<file path="src/source/fpAddPkg.sv">
// Binary32 only, normal operands with implicit one, round-to-nearest-even, no NaN or denormals
package fpAddPkg;

    typedef logic [7:0]         exponent_t;         // Biased exponent
    typedef logic [22:0]        fraction_t;         // Stored fraction without implicit one
    typedef logic [23:0]        significand_t;      // Fraction with implicit one
    typedef logic [26:0]        extSig_t;           // Significand followed by guard, round, sticky
    typedef logic signed [9:0]  wideExp_t;          // Signed exponent to expose under and overflow

    typedef struct packed
    {
        logic       sign;                           // Sign bit
        exponent_t  exponent;                       // Biased exponent
        fraction_t  fraction;                       // Stored fraction
    } fpOperand_t;

    typedef struct packed
    {
        logic       signA;                          // Effective sign of A
        logic       signB;                          // Effective sign of B, inverted on subtract
        exponent_t  exponent;                       // Larger of the two exponents
        extSig_t    sigA;                           // Aligned extended significand of A
        extSig_t    sigB;                           // Aligned extended significand of B
    } alignedOps_t;

    typedef struct packed
    {
        logic       sign;                           // Sign of the raw sum
        exponent_t  exponent;                       // Common exponent before normalization
        logic [27:0] magnitude;                     // Carry bit over the extended significand
        logic       exactZero;                      // Operands cancelled exactly
    } sumResult_t;

    typedef struct packed
    {
        logic         sign;                         // Result sign
        wideExp_t     exponent;                     // Adjusted exponent, may leave 1..254
        significand_t significand;                  // Normalized significand, MSB is the one
        logic         guard;                        // First bit below the LSB
        logic         round;                        // Second bit below the LSB
        logic         sticky;                       // OR of everything further down
        logic         isZero;                       // Cancellation result
    } normResult_t;

    typedef enum logic [2:0]
    {
        IDLE,                                       // Waiting for start
        ALIGN,                                      // Aligned operands held
        ADD,                                        // Sum register loads at end of cycle
        NORM,                                       // Normalized value loads at end of cycle
        ROUND                                       // Result registers load at end of cycle
    } addState_t;

endpackage
</file>
<file path="src/source/fpAdder.sv">
// Binary32 add or subtract of normal operands; result valid with done, four edges after start
`timescale 1ns/1ps

module fpAdder
    import fpAddPkg::*;
(
    input  logic        clk,
    input  logic        rstN,
    input  logic        start,                              // Sampled only in IDLE
    input  logic        op,                                 // 0 add, 1 subtract
    input  logic [31:0] a,
    input  logic [31:0] b,
    output logic [31:0] result,
    output logic        overflow,
    output logic        zero,
    output logic        done
);

    logic        alignEn;                                   // Stage enables from the FSM
    logic        addEn;
    logic        normEn;
    logic        roundEn;
    logic        busy;                                      // Probe for ignored starts
    alignedOps_t aligned;                                   // Stage 1 to stage 2
    sumResult_t  sum;                                       // Stage 2 to stage 3
    normResult_t norm;                                      // Stage 3 to stage 4

    addControl i_addControl
    (
        .clk     (clk),
        .rstN    (rstN),
        .start   (start),
        .alignEn (alignEn),
        .addEn   (addEn),
        .normEn  (normEn),
        .roundEn (roundEn),
        .busy    (busy),
        .done    (done)
    );

    alignment i_alignment
    (
        .clk     (clk),
        .rstN    (rstN),
        .en      (alignEn),
        .op      (op),
        .opA     (fpOperand_t'(a)),                         // Raw word split into fields
        .opB     (fpOperand_t'(b)),
        .aligned (aligned)
    );

    mantissaAdder i_mantissaAdder
    (
        .clk     (clk),
        .rstN    (rstN),
        .en      (addEn),
        .aligned (aligned),
        .sum     (sum)
    );

    normalizer i_normalizer
    (
        .clk     (clk),
        .rstN    (rstN),
        .en      (normEn),
        .sum     (sum),
        .norm    (norm)
    );

    rounder i_rounder
    (
        .clk      (clk),
        .rstN     (rstN),
        .en       (roundEn),
        .norm     (norm),
        .result   (result),
        .overflow (overflow),
        .zero     (zero)
    );

endmodule

</file>
<file path="src/source/addControl.sv">
// One operation at a time; starts outside IDLE are dropped, done is a single-cycle pulse
`timescale 1ns/1ps

module addControl
    import fpAddPkg::*;
(
    input  logic clk,
    input  logic rstN,
    input  logic start,
    output logic alignEn,
    output logic addEn,
    output logic normEn,
    output logic roundEn,
    output logic busy,
    output logic done
);

    addState_t state;                                       // Current sequencing step
    addState_t stateNext;

    always_ff @(posedge clk)
    begin
        if (!rstN)
        begin
            state <= IDLE;
            done <= 1'b0;
        end
        else
        begin
            state <= stateNext;
            done <= (state == ROUND);                       // Pulse as the FSM returns to IDLE
        end
    end

    always_comb
    begin
        stateNext = state;
        case (state)
            IDLE:
            begin
                if (start)
                    stateNext = ALIGN;                      // Operands captured on this edge
            end
            ALIGN:
                stateNext = ADD;
            ADD:
                stateNext = NORM;
            NORM:
                stateNext = ROUND;
            ROUND:
                stateNext = IDLE;
            default:
                stateNext = IDLE;                           // Recover from an illegal encoding
        endcase
    end

    // Operand capture must happen on the start edge itself
    assign alignEn = (state == IDLE) && start;

    assign addEn   = (state == ADD);                        // Sum loads leaving ADD
    assign normEn  = (state == NORM);                       // Normalized value loads leaving NORM
    assign roundEn = (state == ROUND);                      // Result loads with the done edge
    assign busy    = (state != IDLE);                       // High while a start would be ignored

endmodule

</file>
<file path="src/source/rounder.sv">
// Nearest-even only; overflow saturates to signed infinity, exponent 0 or below flushes to zero
`timescale 1ns/1ps

module rounder
    import fpAddPkg::*;
(
    input  logic        clk,
    input  logic        rstN,
    input  logic        en,
    input  normResult_t norm,
    output logic [31:0] result,
    output logic        overflow,
    output logic        zero
);

    logic         roundUp;                                  // Increment the significand
    logic [24:0]  roundedSig;                               // Bit 24 is the rounding carry
    significand_t finalSig;                                 // Significand after renormalizing
    wideExp_t     expIn;                                    // Exponent from the normalizer
    wideExp_t     finalExp;                                 // Exponent after rounding carry
    fpOperand_t   packedWord;                               // Assembled result word
    logic         overflowNext;
    logic         zeroNext;

    always_comb
    begin
        roundUp = norm.guard & (norm.round | norm.sticky | norm.significand[0]); // Ties to even
        roundedSig = {1'b0, norm.significand} + 25'(roundUp);
        expIn = norm.exponent;

        if (roundedSig[24])
        begin
            finalSig = roundedSig[24:1];                    // 1.111 rolled over to 10.000
            finalExp = expIn + 10'sd1;
        end
        else
        begin
            finalSig = roundedSig[23:0];
            finalExp = expIn;
        end

        overflowNext = 1'b0;
        zeroNext = 1'b0;
        packedWord.sign = norm.sign;                        // Cancellation already carries +

        if (norm.isZero || (finalExp <= 10'sd0))
        begin
            packedWord.exponent = '0;                       // Signed zero
            packedWord.fraction = '0;
            zeroNext = 1'b1;
        end
        else if (finalExp >= 10'sd255)
        begin
            packedWord.exponent = 8'hFF;                    // Signed infinity
            packedWord.fraction = '0;
            overflowNext = 1'b1;
        end
        else
        begin
            packedWord.exponent = finalExp[7:0];
            packedWord.fraction = finalSig[22:0];           // Implicit one dropped
        end
    end

    always_ff @(posedge clk)
    begin
        if (!rstN)
        begin
            result <= '0;
            overflow <= 1'b0;
            zero <= 1'b0;
        end
        else if (en)
        begin
            result <= packedWord;                           // Held until the next round stage
            overflow <= overflowNext;
            zero <= zeroNext;
        end
    end

endmodule

</file>
<file path="src/source/normalizer.sv">
// Single right shift on carry or leading-zero left shift; exponent widened so underflow shows
`timescale 1ns/1ps

module normalizer
    import fpAddPkg::*;
(
    input  logic        clk,
    input  logic        rstN,
    input  logic        en,
    input  sumResult_t  sum,
    output normResult_t norm
);

    logic [4:0]  lzCount;                                   // Leading zeros below the carry bit
    logic        found;                                     // First one already seen
    extSig_t     normSig;                                   // Normalized significand with GRS
    wideExp_t    expIn;                                     // Incoming exponent, zero extended
    wideExp_t    expNext;                                   // Exponent after the shift
    normResult_t normNext;
    int          i;                                         // Bit scan index

    always_comb
    begin
        lzCount = '0;
        found = 1'b0;
        for (i = 26; i >= 0; i--)                           // Scan from the implicit one position
        begin
            if (!found && sum.magnitude[i])
            begin
                lzCount = 5'(26 - i);
                found = 1'b1;
            end
        end

        expIn = wideExp_t'({2'b00, sum.exponent});

        if (sum.magnitude[27])
        begin
            // Carry out of the add, drop one bit and keep it sticky
            normSig = {sum.magnitude[27:2], |sum.magnitude[1:0]};
            expNext = expIn + 10'sd1;
        end
        else
        begin
            normSig = sum.magnitude[26:0] << lzCount;       // Pull the leading one to bit 26
            expNext = expIn - wideExp_t'({5'b00000, lzCount});
        end

        normNext.sign = sum.sign;
        normNext.exponent = expNext;
        normNext.significand = normSig[26:3];
        normNext.guard = normSig[2];
        normNext.round = normSig[1];
        normNext.sticky = normSig[0];
        normNext.isZero = sum.exactZero;                    // Cancellation carried forward
    end

    always_ff @(posedge clk)
    begin
        if (!rstN)
            norm <= '0;
        else if (en)
            norm <= normNext;
    end

endmodule

</file>
<file path="src/source/mantissaAdder.sv">
// Magnitude add or subtract of aligned 27-bit significands; exact cancellation forced positive
`timescale 1ns/1ps

module mantissaAdder
    import fpAddPkg::*;
(
    input  logic        clk,
    input  logic        rstN,
    input  logic        en,
    input  alignedOps_t aligned,
    output sumResult_t  sum
);

    logic [27:0] magA;                                      // A widened by a carry bit
    logic [27:0] magB;                                      // B widened by a carry bit
    logic        effSub;                                    // Signs differ after op applied
    logic        aGeB;                                      // A magnitude not below B
    sumResult_t  sumNext;

    always_comb
    begin
        magA = {1'b0, aligned.sigA};
        magB = {1'b0, aligned.sigB};
        effSub = aligned.signA ^ aligned.signB;
        aGeB = (aligned.sigA >= aligned.sigB);

        sumNext.exponent = aligned.exponent;                // Exponent fixed up by normalizer
        sumNext.exactZero = 1'b0;

        if (!effSub)
        begin
            sumNext.magnitude = magA + magB;                // Carry may land in bit 27
            sumNext.sign = aligned.signA;                   // Both signs agree
        end
        else if (aGeB)
        begin
            sumNext.magnitude = magA - magB;                // Larger minus smaller
            sumNext.sign = aligned.signA;
        end
        else
        begin
            sumNext.magnitude = magB - magA;
            sumNext.sign = aligned.signB;                   // B dominates
        end

        if (effSub && (aligned.sigA == aligned.sigB))
        begin
            sumNext.sign = 1'b0;                            // x - x gives +0
            sumNext.exactZero = 1'b1;
        end
    end

    always_ff @(posedge clk)
    begin
        if (!rstN)
            sum <= '0;
        else if (en)
            sum <= sumNext;
    end

endmodule

</file>
<file path="src/source/alignment.sv">
// Inputs assumed normal, implicit one always prepended; exponent gaps above 26 collapse to sticky
`timescale 1ns/1ps

module alignment
    import fpAddPkg::*;
(
    input  logic        clk,
    input  logic        rstN,
    input  logic        en,
    input  logic        op,                                 // 0 add, 1 subtract
    input  fpOperand_t  opA,
    input  fpOperand_t  opB,
    output alignedOps_t aligned
);

    extSig_t     extA;                                      // A with implicit one and zero GRS
    extSig_t     extB;                                      // B with implicit one and zero GRS
    extSig_t     smallSig;                                  // Significand of the smaller operand
    extSig_t     shiftedSig;                                // Smaller significand after the shift
    exponent_t   expDiff;                                   // Distance between the exponents
    logic        aLarger;                                   // A has the larger or equal exponent
    logic [53:0] shiftWindow;                               // Shifted value over the lost bits
    logic        stickyBit;                                 // OR of bits pushed below round
    alignedOps_t alignedNext;

    always_comb
    begin
        extA = {1'b1, opA.fraction, 3'b000};                // Implicit one in front, GRS behind
        extB = {1'b1, opB.fraction, 3'b000};
        aLarger = (opA.exponent >= opB.exponent);           // Equal exponents keep A as reference

        if (aLarger)
        begin
            expDiff = opA.exponent - opB.exponent;
            smallSig = extB;                                // B gets shifted
        end
        else
        begin
            expDiff = opB.exponent - opA.exponent;
            smallSig = extA;                                // A gets shifted
        end

        shiftWindow = {smallSig, 27'd0} >> expDiff;         // Upper half kept, lower half lost

        if (expDiff > 8'd26)
        begin
            shiftedSig = '0;                                // Nothing left above sticky
            stickyBit = |smallSig;                          // Whole significand folds into sticky
        end
        else
        begin
            shiftedSig = shiftWindow[53:27];                // Significand, guard and round survive
            stickyBit = |shiftWindow[26:0];                 // Every bit shifted past the window
        end
        shiftedSig[0] = shiftedSig[0] | stickyBit;          // Merge into the sticky position

        alignedNext.signA = opA.sign;
        alignedNext.signB = opB.sign ^ op;                  // Subtract flips the sign of B
        alignedNext.exponent = aLarger ? opA.exponent : opB.exponent;
        alignedNext.sigA = aLarger ? extA : shiftedSig;
        alignedNext.sigB = aLarger ? shiftedSig : extB;
    end

    always_ff @(posedge clk)
    begin
        if (!rstN)
            aligned <= '0;
        else if (en)
            aligned <= alignedNext;                         // Captured on the start edge
    end

endmodule

</file>
<file path="config.mk">
export PLATFORM = sky130hd
export DESIGN_NAME = fpAdder
export DESIGN_NICKNAME = d
export VERILOG_FILES = /design/src/source/fpAddPkg.sv /design/src/source/fpAdder.sv /design/src/source/addControl.sv /design/src/source/rounder.sv /design/src/source/normalizer.sv /design/src/source/mantissaAdder.sv /design/src/source/alignment.sv
export SDC_FILE = /design/constraint.sdc
export NUM_CORES = 1
export LEC_CHECK = 0
export BUFFER_PORTS_ARGS = -buffer_cell sky130_fd_sc_hd__buf_2
export CORE_ASPECT_RATIO = 2
export CORE_MARGIN = 1
export CORE_UTILIZATION = 35
export DETAILED_ROUTE_END_ITERATION = 8
export PLACE_DENSITY_LB_ADDON = 0.2
export SYNTH_ARGS = -nofsm -noshare
export SYNTH_HDL_FRONTEND = slang
export SYNTH_HIERARCHICAL = 1
export SYNTH_SLANG_ARGS = --single-unit
</file>
<file path="constraint.sdc">
create_clock -name clk -period 6.77 [get_ports clk]
set_input_delay 0.3385 -clock clk [delete_from_list [all_inputs] [get_ports clk]]
set_output_delay 0.3385 -clock clk [all_outputs]
set_load 0.02 [all_outputs]
</file>
Yosys cells after proc, flatten, opt, wreduce, memory -nomap -nowiden
Cells that the tools add are included.
{"block": "totals", "ff_bits": 179}
{"block": "classes", "addsub": 9, "order_cmp": 5, "n_eq_ne": 6, "shifts": 2, "n_mux": 76, "n_bitwise": 6, "reduce_logical": 59}
{"cell": "$mux W27", "count": 4}
{"cell": "$mux W31", "count": 2}
{"cell": "$mux W28", "count": 2}
{"cell": "$sub A27 B27 Y28", "count": 2}
{"cell": "$mux W5", "count": 11}
{"cell": "$reduce_or A27 Y1", "count": 2}
{"cell": "$shr A54 B8 Y54", "count": 1}
{"cell": "$mux W1", "count": 35}
{"cell": "$mux W4", "count": 8}
{"cell": "$add A27 B27 Y28", "count": 1}
{"cell": "$logic_and A1 B1 Y1", "count": 28}
{"cell": "$eq A27 B27 Y1", "count": 1}
{"cell": "$ge A27 B27 Y1", "count": 1}
{"cell": "$shl A27 B5 Y27", "count": 1}
{"cell": "$logic_not A1 Y1", "count": 26}
{"cell": "$mux W26", "count": 1}
{"cell": "$add A24 B1 Y25", "count": 1}
{"cell": "$mux W23", "count": 1}
{"cell": "$mux W10", "count": 2}
{"cell": "$mux W8", "count": 2}
{"cell": "$sub A8 B8 Y8", "count": 2}
{"cell": "$mux W3", "count": 5}
{"cell": "$pmux W3 S4", "count": 1}
{"cell": "$add A10 B2 Y10 const B", "count": 1}
{"cell": "17 further kinds", "count": 22}

Longest topological paths before layout
Gate-level depths: netlist of the first run.
{"block": "depth", "word_depth": 81, "depth_mapped": 19, "depth_no_buf": 16}

Hierarchy
Netlist of the first run, hierarchy kept.
{"module": "alignment", "n_inst": 1, "cells_each": 842, "area_each_um2": 5944.5}
{"module": "mantissaAdder", "n_inst": 1, "cells_each": 800, "area_each_um2": 5818.1}
{"module": "normalizer", "n_inst": 1, "cells_each": 475, "area_each_um2": 3648.5}
{"module": "rounder", "n_inst": 1, "cells_each": 239, "area_each_um2": 2089.5}
{"module": "addControl", "n_inst": 1, "cells_each": 17, "area_each_um2": 166.4}

Least setup slack after synthesis of the first run
No wires, ideal clock.
{"block": "synth_path", "path_kind": "input-to-reg", "startpoint": "in a[23]", "endpoint": "reg i_alignment/aligned[27] (netlist name)", "setup_ns": 0.116, "arrival_time_ns": 3.598, "required_ns": 6.654, "slack_ns": 3.056, "cell_stages": 18, "path_buffers": 2, "path_cell_list": "inv_1 > ha_1 > inv_1 > fa_1 > nand3_1 > a31oi_4 > or3_1 > buf_6 > buf_6 > a21oi_2 > a21oi_1 > a32oi_1 > nand3_1 > or4_4 > a2111oi_4 > o2bb2ai_1 > nand3_1 > a41o_1"}
{"block": "synth_via", "elab_chain_cells": 7}
{"item": "from (decl)", "line": "fpAdder.sv:11", "text": "input logic [31:0] a,"}
{"item": "$sub A8 B8 Y8, or another cell as far along", "line": "alignment.sv:39", "text": "expDiff = opB.exponent - opA.exponent;"}
{"item": "$mux W8 or $mux W26 (tied branches)", "line": "alignment.sv:32", "text": "if (aLarger)"}
{"item": "$shr A54 B8 Y54", "line": "alignment.sv:43", "text": "shiftWindow = {smallSig, 27'd0} >> expDiff;"}
{"item": "$reduce_or A27 Y1", "line": "alignment.sv:53", "text": "stickyBit = |shiftWindow[26:0];"}
{"item": "$mux W1", "line": "alignment.sv:45", "text": "if (expDiff > 8'd26)"}
{"item": "$or A1 B1 Y1", "line": "alignment.sv:55", "text": "shiftedSig[0] = shiftedSig[0] | stickyBit;"}
{"item": "$mux W27 *", "line": "alignment.sv:60", "text": "alignedNext.sigA = aLarger ? extA : shiftedSig;"}
Mark *: on every way between the ends. The rest lies on a longest branch, timed or not.
A chain may end at the register's enable or synchronous reset.

Worst setup path in the final report of the first run
{"block": "layout_path", "startpoint": "reg i_mantissaAdder/sum[15] (netlist name)", "endpoint": "reg i_normalizer/norm[35] (netlist name)"}
{"block": "layout_via", "elab_chain_cells": 46}
{"item": "$logic_and A1 B1 Y1 *", "line": "normalizer.sv:28", "text": "if (!found && sum.magnitude[i])"}
{"item": "$mux W1", "line": "normalizer.sv:28"}
{"item": "$logic_not A1 Y1", "line": "normalizer.sv:28"}
{"item": "$logic_and A1 B1 Y1", "line": "normalizer.sv:28"}
{"item": "$mux W1", "line": "normalizer.sv:28"}
{"item": "$logic_not A1 Y1", "line": "normalizer.sv:28"}
{"item": "$logic_and A1 B1 Y1", "line": "normalizer.sv:28"}
{"item": "$mux W1", "line": "normalizer.sv:28"}
{"item": "(+30 left out)"}
{"item": "$logic_not A1 Y1", "line": "normalizer.sv:28"}
{"item": "$logic_and A1 B1 Y1", "line": "normalizer.sv:28"}
{"item": "$mux W1", "line": "normalizer.sv:28"}
{"item": "$logic_not A1 Y1", "line": "normalizer.sv:28"}
{"item": "$logic_and A1 B1 Y1", "line": "normalizer.sv:28"}
{"item": "$mux W5 *", "line": "normalizer.sv:28"}
{"item": "$sub A8 B5 Y9 *", "line": "normalizer.sv:46", "text": "expNext = expIn - wideExp_t'({5'b00000, lzCount});"}
{"item": "$mux W10 *", "line": "normalizer.sv:37", "text": "if (sum.magnitude[27])"}
Marks and branches as above.

==> results of run 1 <==
## layout make-up
type | instances | area share
multi-input combinational | 1906 | 0.674
clock buffer | 19 | 0.0226
tap | 649 | 0.0425
inverter | 124 | 0.0246
clock inverter | 13 | 0.00622
antenna | 1 | 0.000131
sequential | 179 | 0.187
timing repair buffer | 143 | 0.0428
## state kept, by name (all words and copies together) (netlist names)
name and cells:
i_normalizer/norm 39, i_alignment/aligned 64, i_rounder/zero 1, i_addControl/state 3, i_addControl/done 1, i_rounder/overflow 1
i_rounder/result 32, i_mantissaAdder/sum 38
## cells in the mapped netlist (12+ instances only)
master	number	area (um2)
a22o_1	23	201
inv_1	119	447
a21oi_1	217	1090
mux2_2	34	383
nand3_1	107	536
nor2_1	230	863
mux2i_1	92	921
nand2_1	204	766
nand2b_1	24	150
o22ai_1	17	106
nand4_1	20	125
a22oi_1	18	135
a31oi_1	40	250
nor3_1	47	235
o221ai_1	14	123
and2_1	12	75.1
nor4_1	18	113
o211ai_1	30	225
a21o_1	36	270
and3_1	30	188
o21a_1	14	105
o21ai_0	123	616
xor2_1	17	149
dfxtp_1	179	3580
clkbuf_1	97	364
a311oi_1	29	254
nor2b_1	32	200
a32o_1	15	150
buf_2	34	170
or3_1	22	138
o21bai_1	17	128
ha_1	109	1360
o31ai_1	15	113
a211oi_1	42	315
xnor2_1	40	350
## worst reg2reg max path: stages, from the launching register on
cell and delay [ps]:
dfxtp_1 420, nor4_1 580, nand4_1 540, a2111oi_0 950, a311o_1 220, buf_4 350
inv_2 50, buf_4 230, ha_1 330, a21o_1 170, a21o_1 210, a21oi_1 170
o21ai_0 120, o31ai_1 250, xor2_1 180, mux2i_1 90, nor2b_1 120
## through the flow
stage	std cells	hold slack [ps]
4_1_cts	3033	103
2_1_floorplan	2373	441
5_1_grt	3033	139
3_3_place_gp	3001	444
3_5_place_dp	3001	454
6_report	3034	118
## where the power goes
group / switching (uW) / internal (uW) / total (uW) / leakage [uW]
Sequential: 108 / 1120 / 1230 / 0.00146
Combinational: 2170 / 1070 / 3250 / 0.00604
Clock: 493 / 484 / 976 / 0.000267
Total: 2770 / 2680 / 5450 / 0.00777
## worst max path at each step
stage                                  startpoint                 endpoint  slack, ps  cells after the start
after floorplan                             a[23]  i_alignment/aligned[27]       3060                     18
after global placement                      a[26]  i_alignment/aligned[27]       1480                     15
after detailed placement                    a[26]  i_alignment/aligned[27]       1470                     15
after CTS                 i_mantissaAdder/sum[14]    i_normalizer/norm[35]       1860                     16
after global routing      i_mantissaAdder/sum[14]    i_normalizer/norm[35]       1530                     16
final                     i_mantissaAdder/sum[15]    i_normalizer/norm[35]       1750                     16
## metal layers
layer	share of wire	global-route usage	wire length, um	vias to the layer above
met1	0.34	0.248	23800	8689
met5	0	0	0	-
met3	0.031	0.0237	2200	252
li1	-	-	-	8780
met4	0.087	0.219	6180	0
met2	0.54	0.532	38500	656
## cell usage in the layout, fill, tap and decap left out, types with 32 or more instances in the layout
cell type,n
a21o_1,36
mux2_2,34
inv_1,119
nor2b_1,32
dfxtp_1,179
nand3_1,107
xnor2_1,39
buf_4,41
a31oi_1,40
mux2i_1,92
a211oi_1,42
a21oi_1,217
ha_1,109
nor2_1,228
nand2_1,203
o21ai_0,123
nor3_1,47
buf_2,102
## cell families after synthesis
logic type | synth area share
DFF | 0.203
and+or+nand+nor | 0.226
AOI/OAI and AO/OA | 0.310
muxes | 0.0776
adders and majority gates | 0.0840
buffers and inverters | 0.0714
xor gates and xnor gates | 0.0283
==> results.toml, run 1 <==
[yosys]
synth_edf_count = 0
avgSynthCellArea_um2 = 7.44
synth_ff_type = "dfxtp_1"
syn_nets = 2556
synth-seq-area-share = 0.203
ys_ff_latch = 179
yosys_warnings = 6
yosysUniqueCellTypes = 111
synth_area_um2 = 17700
synth-async-reset-ratio = 0
syn_inst = 2373

[power]
powerDensity_nw_per_um2 = 285
vdd_drop_max_uv = 200
p_total_uw = 5450
power.leakage_uw = 0.00777

[placed_design]
gp_congestion = 1.03
io_buffers = 102
dp.final_hpwl_mm = 56.6
preCtsSetupSlack_ps = 1470
place_area_um2 = 18600

[timing]
max_slew_margin = 0.259
fmax_ghz = 0.199
maxSlewViolCount = 0
finalSetupViolations = 0
hold_viol = 0
min_period_ps = 5020
fin_skew_ps = 16.9
fin_ws_ps = 1750
worst_pin_slew_ps = 1110
tns_ps = 0
fin_crit_sh = 0.741
rsz0062_at_grt = "no"

[route]
via_count = 18400
avgViaCountPerCell = 6.06
drtAntennaViolNets = 0
routedWlPerCell_um = 23.3
wl_mm = 70.7
drt_iter0_drc = 1022
firstDrtPassIters = 6
drc = 0

[worst_hold_path]
worstHoldStart = "a[31]"
holdPathStages = 3
whs_endpoint = "i_alignment/aligned[63]"
min-delay-path-class = "primary input to flip-flop"

[final_layout]
final_util = 0.383
area_growth_pct = 8.19
n_fill_cell = 5416
fin_area_um2 = 19100
layout-drive-gt1-share = 0.122
finalNetCount = 2554
multi_input_area_um2 = 12900
regArea_um2 = 3580

[floorplan]
fp.dieW_um = 161
core_area_um2 = 49900
dieHeight_um = 320
row_count = 116
start_util = 0.354
io_pins = 103
fp.dieArea_um2 = 51400

[setup_path]
r2r_start = "i_mantissaAdder/sum[15]"
crit_fanout = 29
crit_family = "compound AO/OA/AOI/OAI gates"
reg2reg_slack_ps = 1750
path_class = "flip-flop to flip-flop"
arrival_ps = 5430
cp_slowest_cell = "a2111oi_0"
crit_chain = "nor4_1, nand4_1, a2111oi_0, a311o_1, buf_4, inv_2, buf_4, ha_1, a21o_1, a21o_1, a21oi_1, o21ai_0, o31ai_1, xor2_1, mux2i_1, nor2b_1"
slowest_delay_ps = 950
rr_endpoint = "i_normalizer/norm[35]"
worstRegToRegCells = 16
cp.required_ps = 7180
crit_buf_inv = 3
cp-start-kind = "flip-flop"
crit_path_end_kind = "flip-flop"

[clocking]
cts_setup_buffers = 0
cts.clk_slew.worst_paths_ps = 80
cts_buffer_depth = 2
cts_buffers = 17
hold_buffers = 0
clock-sinks = 179
cts_tree = "built"
htree_levels = 4
root_buffer = "clkbuf_16"
cts_resized = 0
clk_latency_ps = 470

[grt]
antenna_found_initial = 0
grt_pass1_wl_mm = 107
grt_pass1_vias = 18200
grt_max_degree = 80
grt-ovfl-total = 0
grt_use_total = 0.271

[outcome]
status = "complete, no violations"

[job]
max-cap-violations = 0
Power figures use the tool's default switching activity.
==> inputs of run 2 (changes only) <==
==> constraint.sdc (replaced) <==
create_clock -name clk -period 4.11 [get_ports clk]
set_input_delay 0.2055 -clock clk [delete_from_list [all_inputs] [get_ports clk]]
set_output_delay 0.2055 -clock clk [all_outputs]
set_load 0.02 [all_outputs]
==> results.toml, run 2 (synthesized netlist as in run 1, its figures left out) <==
[power]
clock_power_share = 0.180
powerDensity_nw_per_um2 = 478
vdd_drop_max_uv = 347
switchingPower_uw = 4760
seqPwrFrac = 0.202
internal_power_uw = 5170
power.leakage_uw = 0.00879
switching_share = 0.479
p_comb_frac = 0.618
p_total_uw = 9930

[final_layout]
largest_reg_flops = 64
area_growth_pct = 17.6
layout-drive-gt1-share = 0.189
mostFrequentLayoutCells = "228 x nor2_1, 224 x buf_4, 217 x a21oi_1, 203 x nand2_1, 179 x dfxtp_1"
multi_input_area_um2 = 12900
layout_commonest_cell = "nor2_1"
final_util = 0.416
regMostFlops = "i_alignment/aligned"
instances_no_fill = 3227
n_fill_cell = 5285
antenna_cells = 0
top_regs = "i_alignment/aligned x64, i_normalizer/norm x39, i_mantissaAdder/sum x38"
finalNetCount = 2748
regArea_um2 = 3580

[timing]
rsz0062_at_grt = "no"
fin_crit_sh = 0.950
fin_skew_ps = 18.1
worst_pin_slew_ps = 970
finalSetupViolations = 0
maxSlewViolCount = 0
max_slew_margin = 0.347
min_period_ps = 3900
fmax_ghz = 0.256
hold_viol = 0
fin_ws_ps = 206

[floorplan]
core_area_um2 = 49900
dieHeight_um = 320
start_util = 0.354
io_pins = 103
row_count = 116
fp.dieW_um = 161
fp.dieArea_um2 = 51400

[grt]
grt_pass1_vias = 19500
grt_pass1_wl_mm = 111
antenna_found_initial = 0
grt_use_total = 0.282
grt-ovfl-total = 0
grt_max_degree = 58

[setup_path]
arrival_ps = 4320
crit_fanout = 10
path_class = "primary input to flip-flop"
worstRegToRegCells = 11
cp.required_ps = 4530
crit_path_end_kind = "flip-flop"
rr_endpoint = "i_mantissaAdder/sum[28]"
reg2reg_slack_ps = 250
r2r_start = "i_alignment/aligned[1]"
cp-start-kind = "primary input"

[route]
avgViaCountPerCell = 5.93
firstDrtPassIters = 5
drtAntennaViolNets = 0
routedWlPerCell_um = 22.6
drc = 0
wl_mm = 72.9
via_count = 19100
drt_iter0_drc = 1126

[placed_design]
gp_congestion = 1.02
io_buffers = 102
preCtsSetupSlack_ps = -124
dp.final_hpwl_mm = 59.9
dpl.cell_count = 3193

[clocking]
root_buffer = "clkbuf_16"
clk_latency_ps = 480
cts_buffer_depth = 2
clock-sinks = 179
cts_buffers = 17
htree_levels = 4
cts_tree = "built"
cts.clk_slew.worst_paths_ps = 80

[worst_hold_path]
min-delay-path-class = "primary input to flip-flop"
whs_endpoint = "i_alignment/aligned[61]"
worstHoldStart = "a[30]"
holdPathStages = 3

[outcome]
status = "complete, no violations"

[job]
max-cap-violations = 0
run 2: power by group through the flow:
stage	combinational (uW)	sequential, uW	clock (uW)
2_1_floorplan	3690	1990	0
3_3_place_gp	5980	2040	0
3_5_place_dp	5980	2040	0
4_1_cts	6010	2000	1830
5_1_grt	6550	2030	1890
6_report	6140	2010	1780
run 2: worst max path at each step:
stage	from	endpoint	slack [ps]	cells past startpoint
3_3_place_gp	a[23]	i_alignment/aligned[27]	-80	20
4_1_cts	i_alignment/aligned[1]	i_mantissaAdder/sum[28]	280	11
6_report	a[23]	i_alignment/aligned[27]	210	20
5_1_grt	i_mantissaAdder/sum[21]	i_normalizer/norm[35]	10	15
2_1_floorplan	i_mantissaAdder/sum[15]	i_normalizer/norm[35]	510	16
3_5_place_dp	a[23]	i_alignment/aligned[27]	-120	20
run 2: per-stage QoR:
stage,instance area (um2),hold slack (ps),setup TNS (ps)
3_5_place_dp,20100,454,-202
2_1_floorplan,17700,327,0
4_1_cts,20800,10.4,0
6_report,20800,30.9,0
5_1_grt,20800,26.2,0
3_3_place_gp,20100,444,-120
run 2: worst max-delay path, stage by stage:
cell and delay [ps]:
buf_2 110, inv_1 50, ha_1 160, inv_1 60, fa_1 380, nand3_1 160
a31oi_4 120, buf_4 180, nor2_4 360, buf_4 220, nor2_1 70, a21oi_1 320
a21oi_1 220, a22oi_1 420, buf_4 270, nand2_1 140, a41oi_1 410, o22ai_1 150
nand3_1 140, a41o_1 170
run 2: metal layers:
metal  part of all wire  global-route usage  up-vias
met5                  0                   0        -
met4              0.097               0.257        0
met3              0.031              0.0302      287
met2               0.55               0.555      640
met1               0.32               0.242     9040
li1                   -                   -     9153
run 2: area by class of cell:
cell class,count,share of cell area
Clock buffer,17,0.0205
Clock inverter,15,0.0100
Inverter,124,0.0226
Multi-Input combinational cell,1906,0.620
Sequential cell,179,0.172
Tap cell,649,0.0391
Timing Repair Buffer,337,0.115
run 2: what timing repair did:
item | CTS | global route
hold buffers | 2 | 0
setup endpoints to repair | 0 | 1
endpoints found under the hold margin | 2 | 0
gates resized for setup | 0 | 2
buffers inserted | 0 | 0
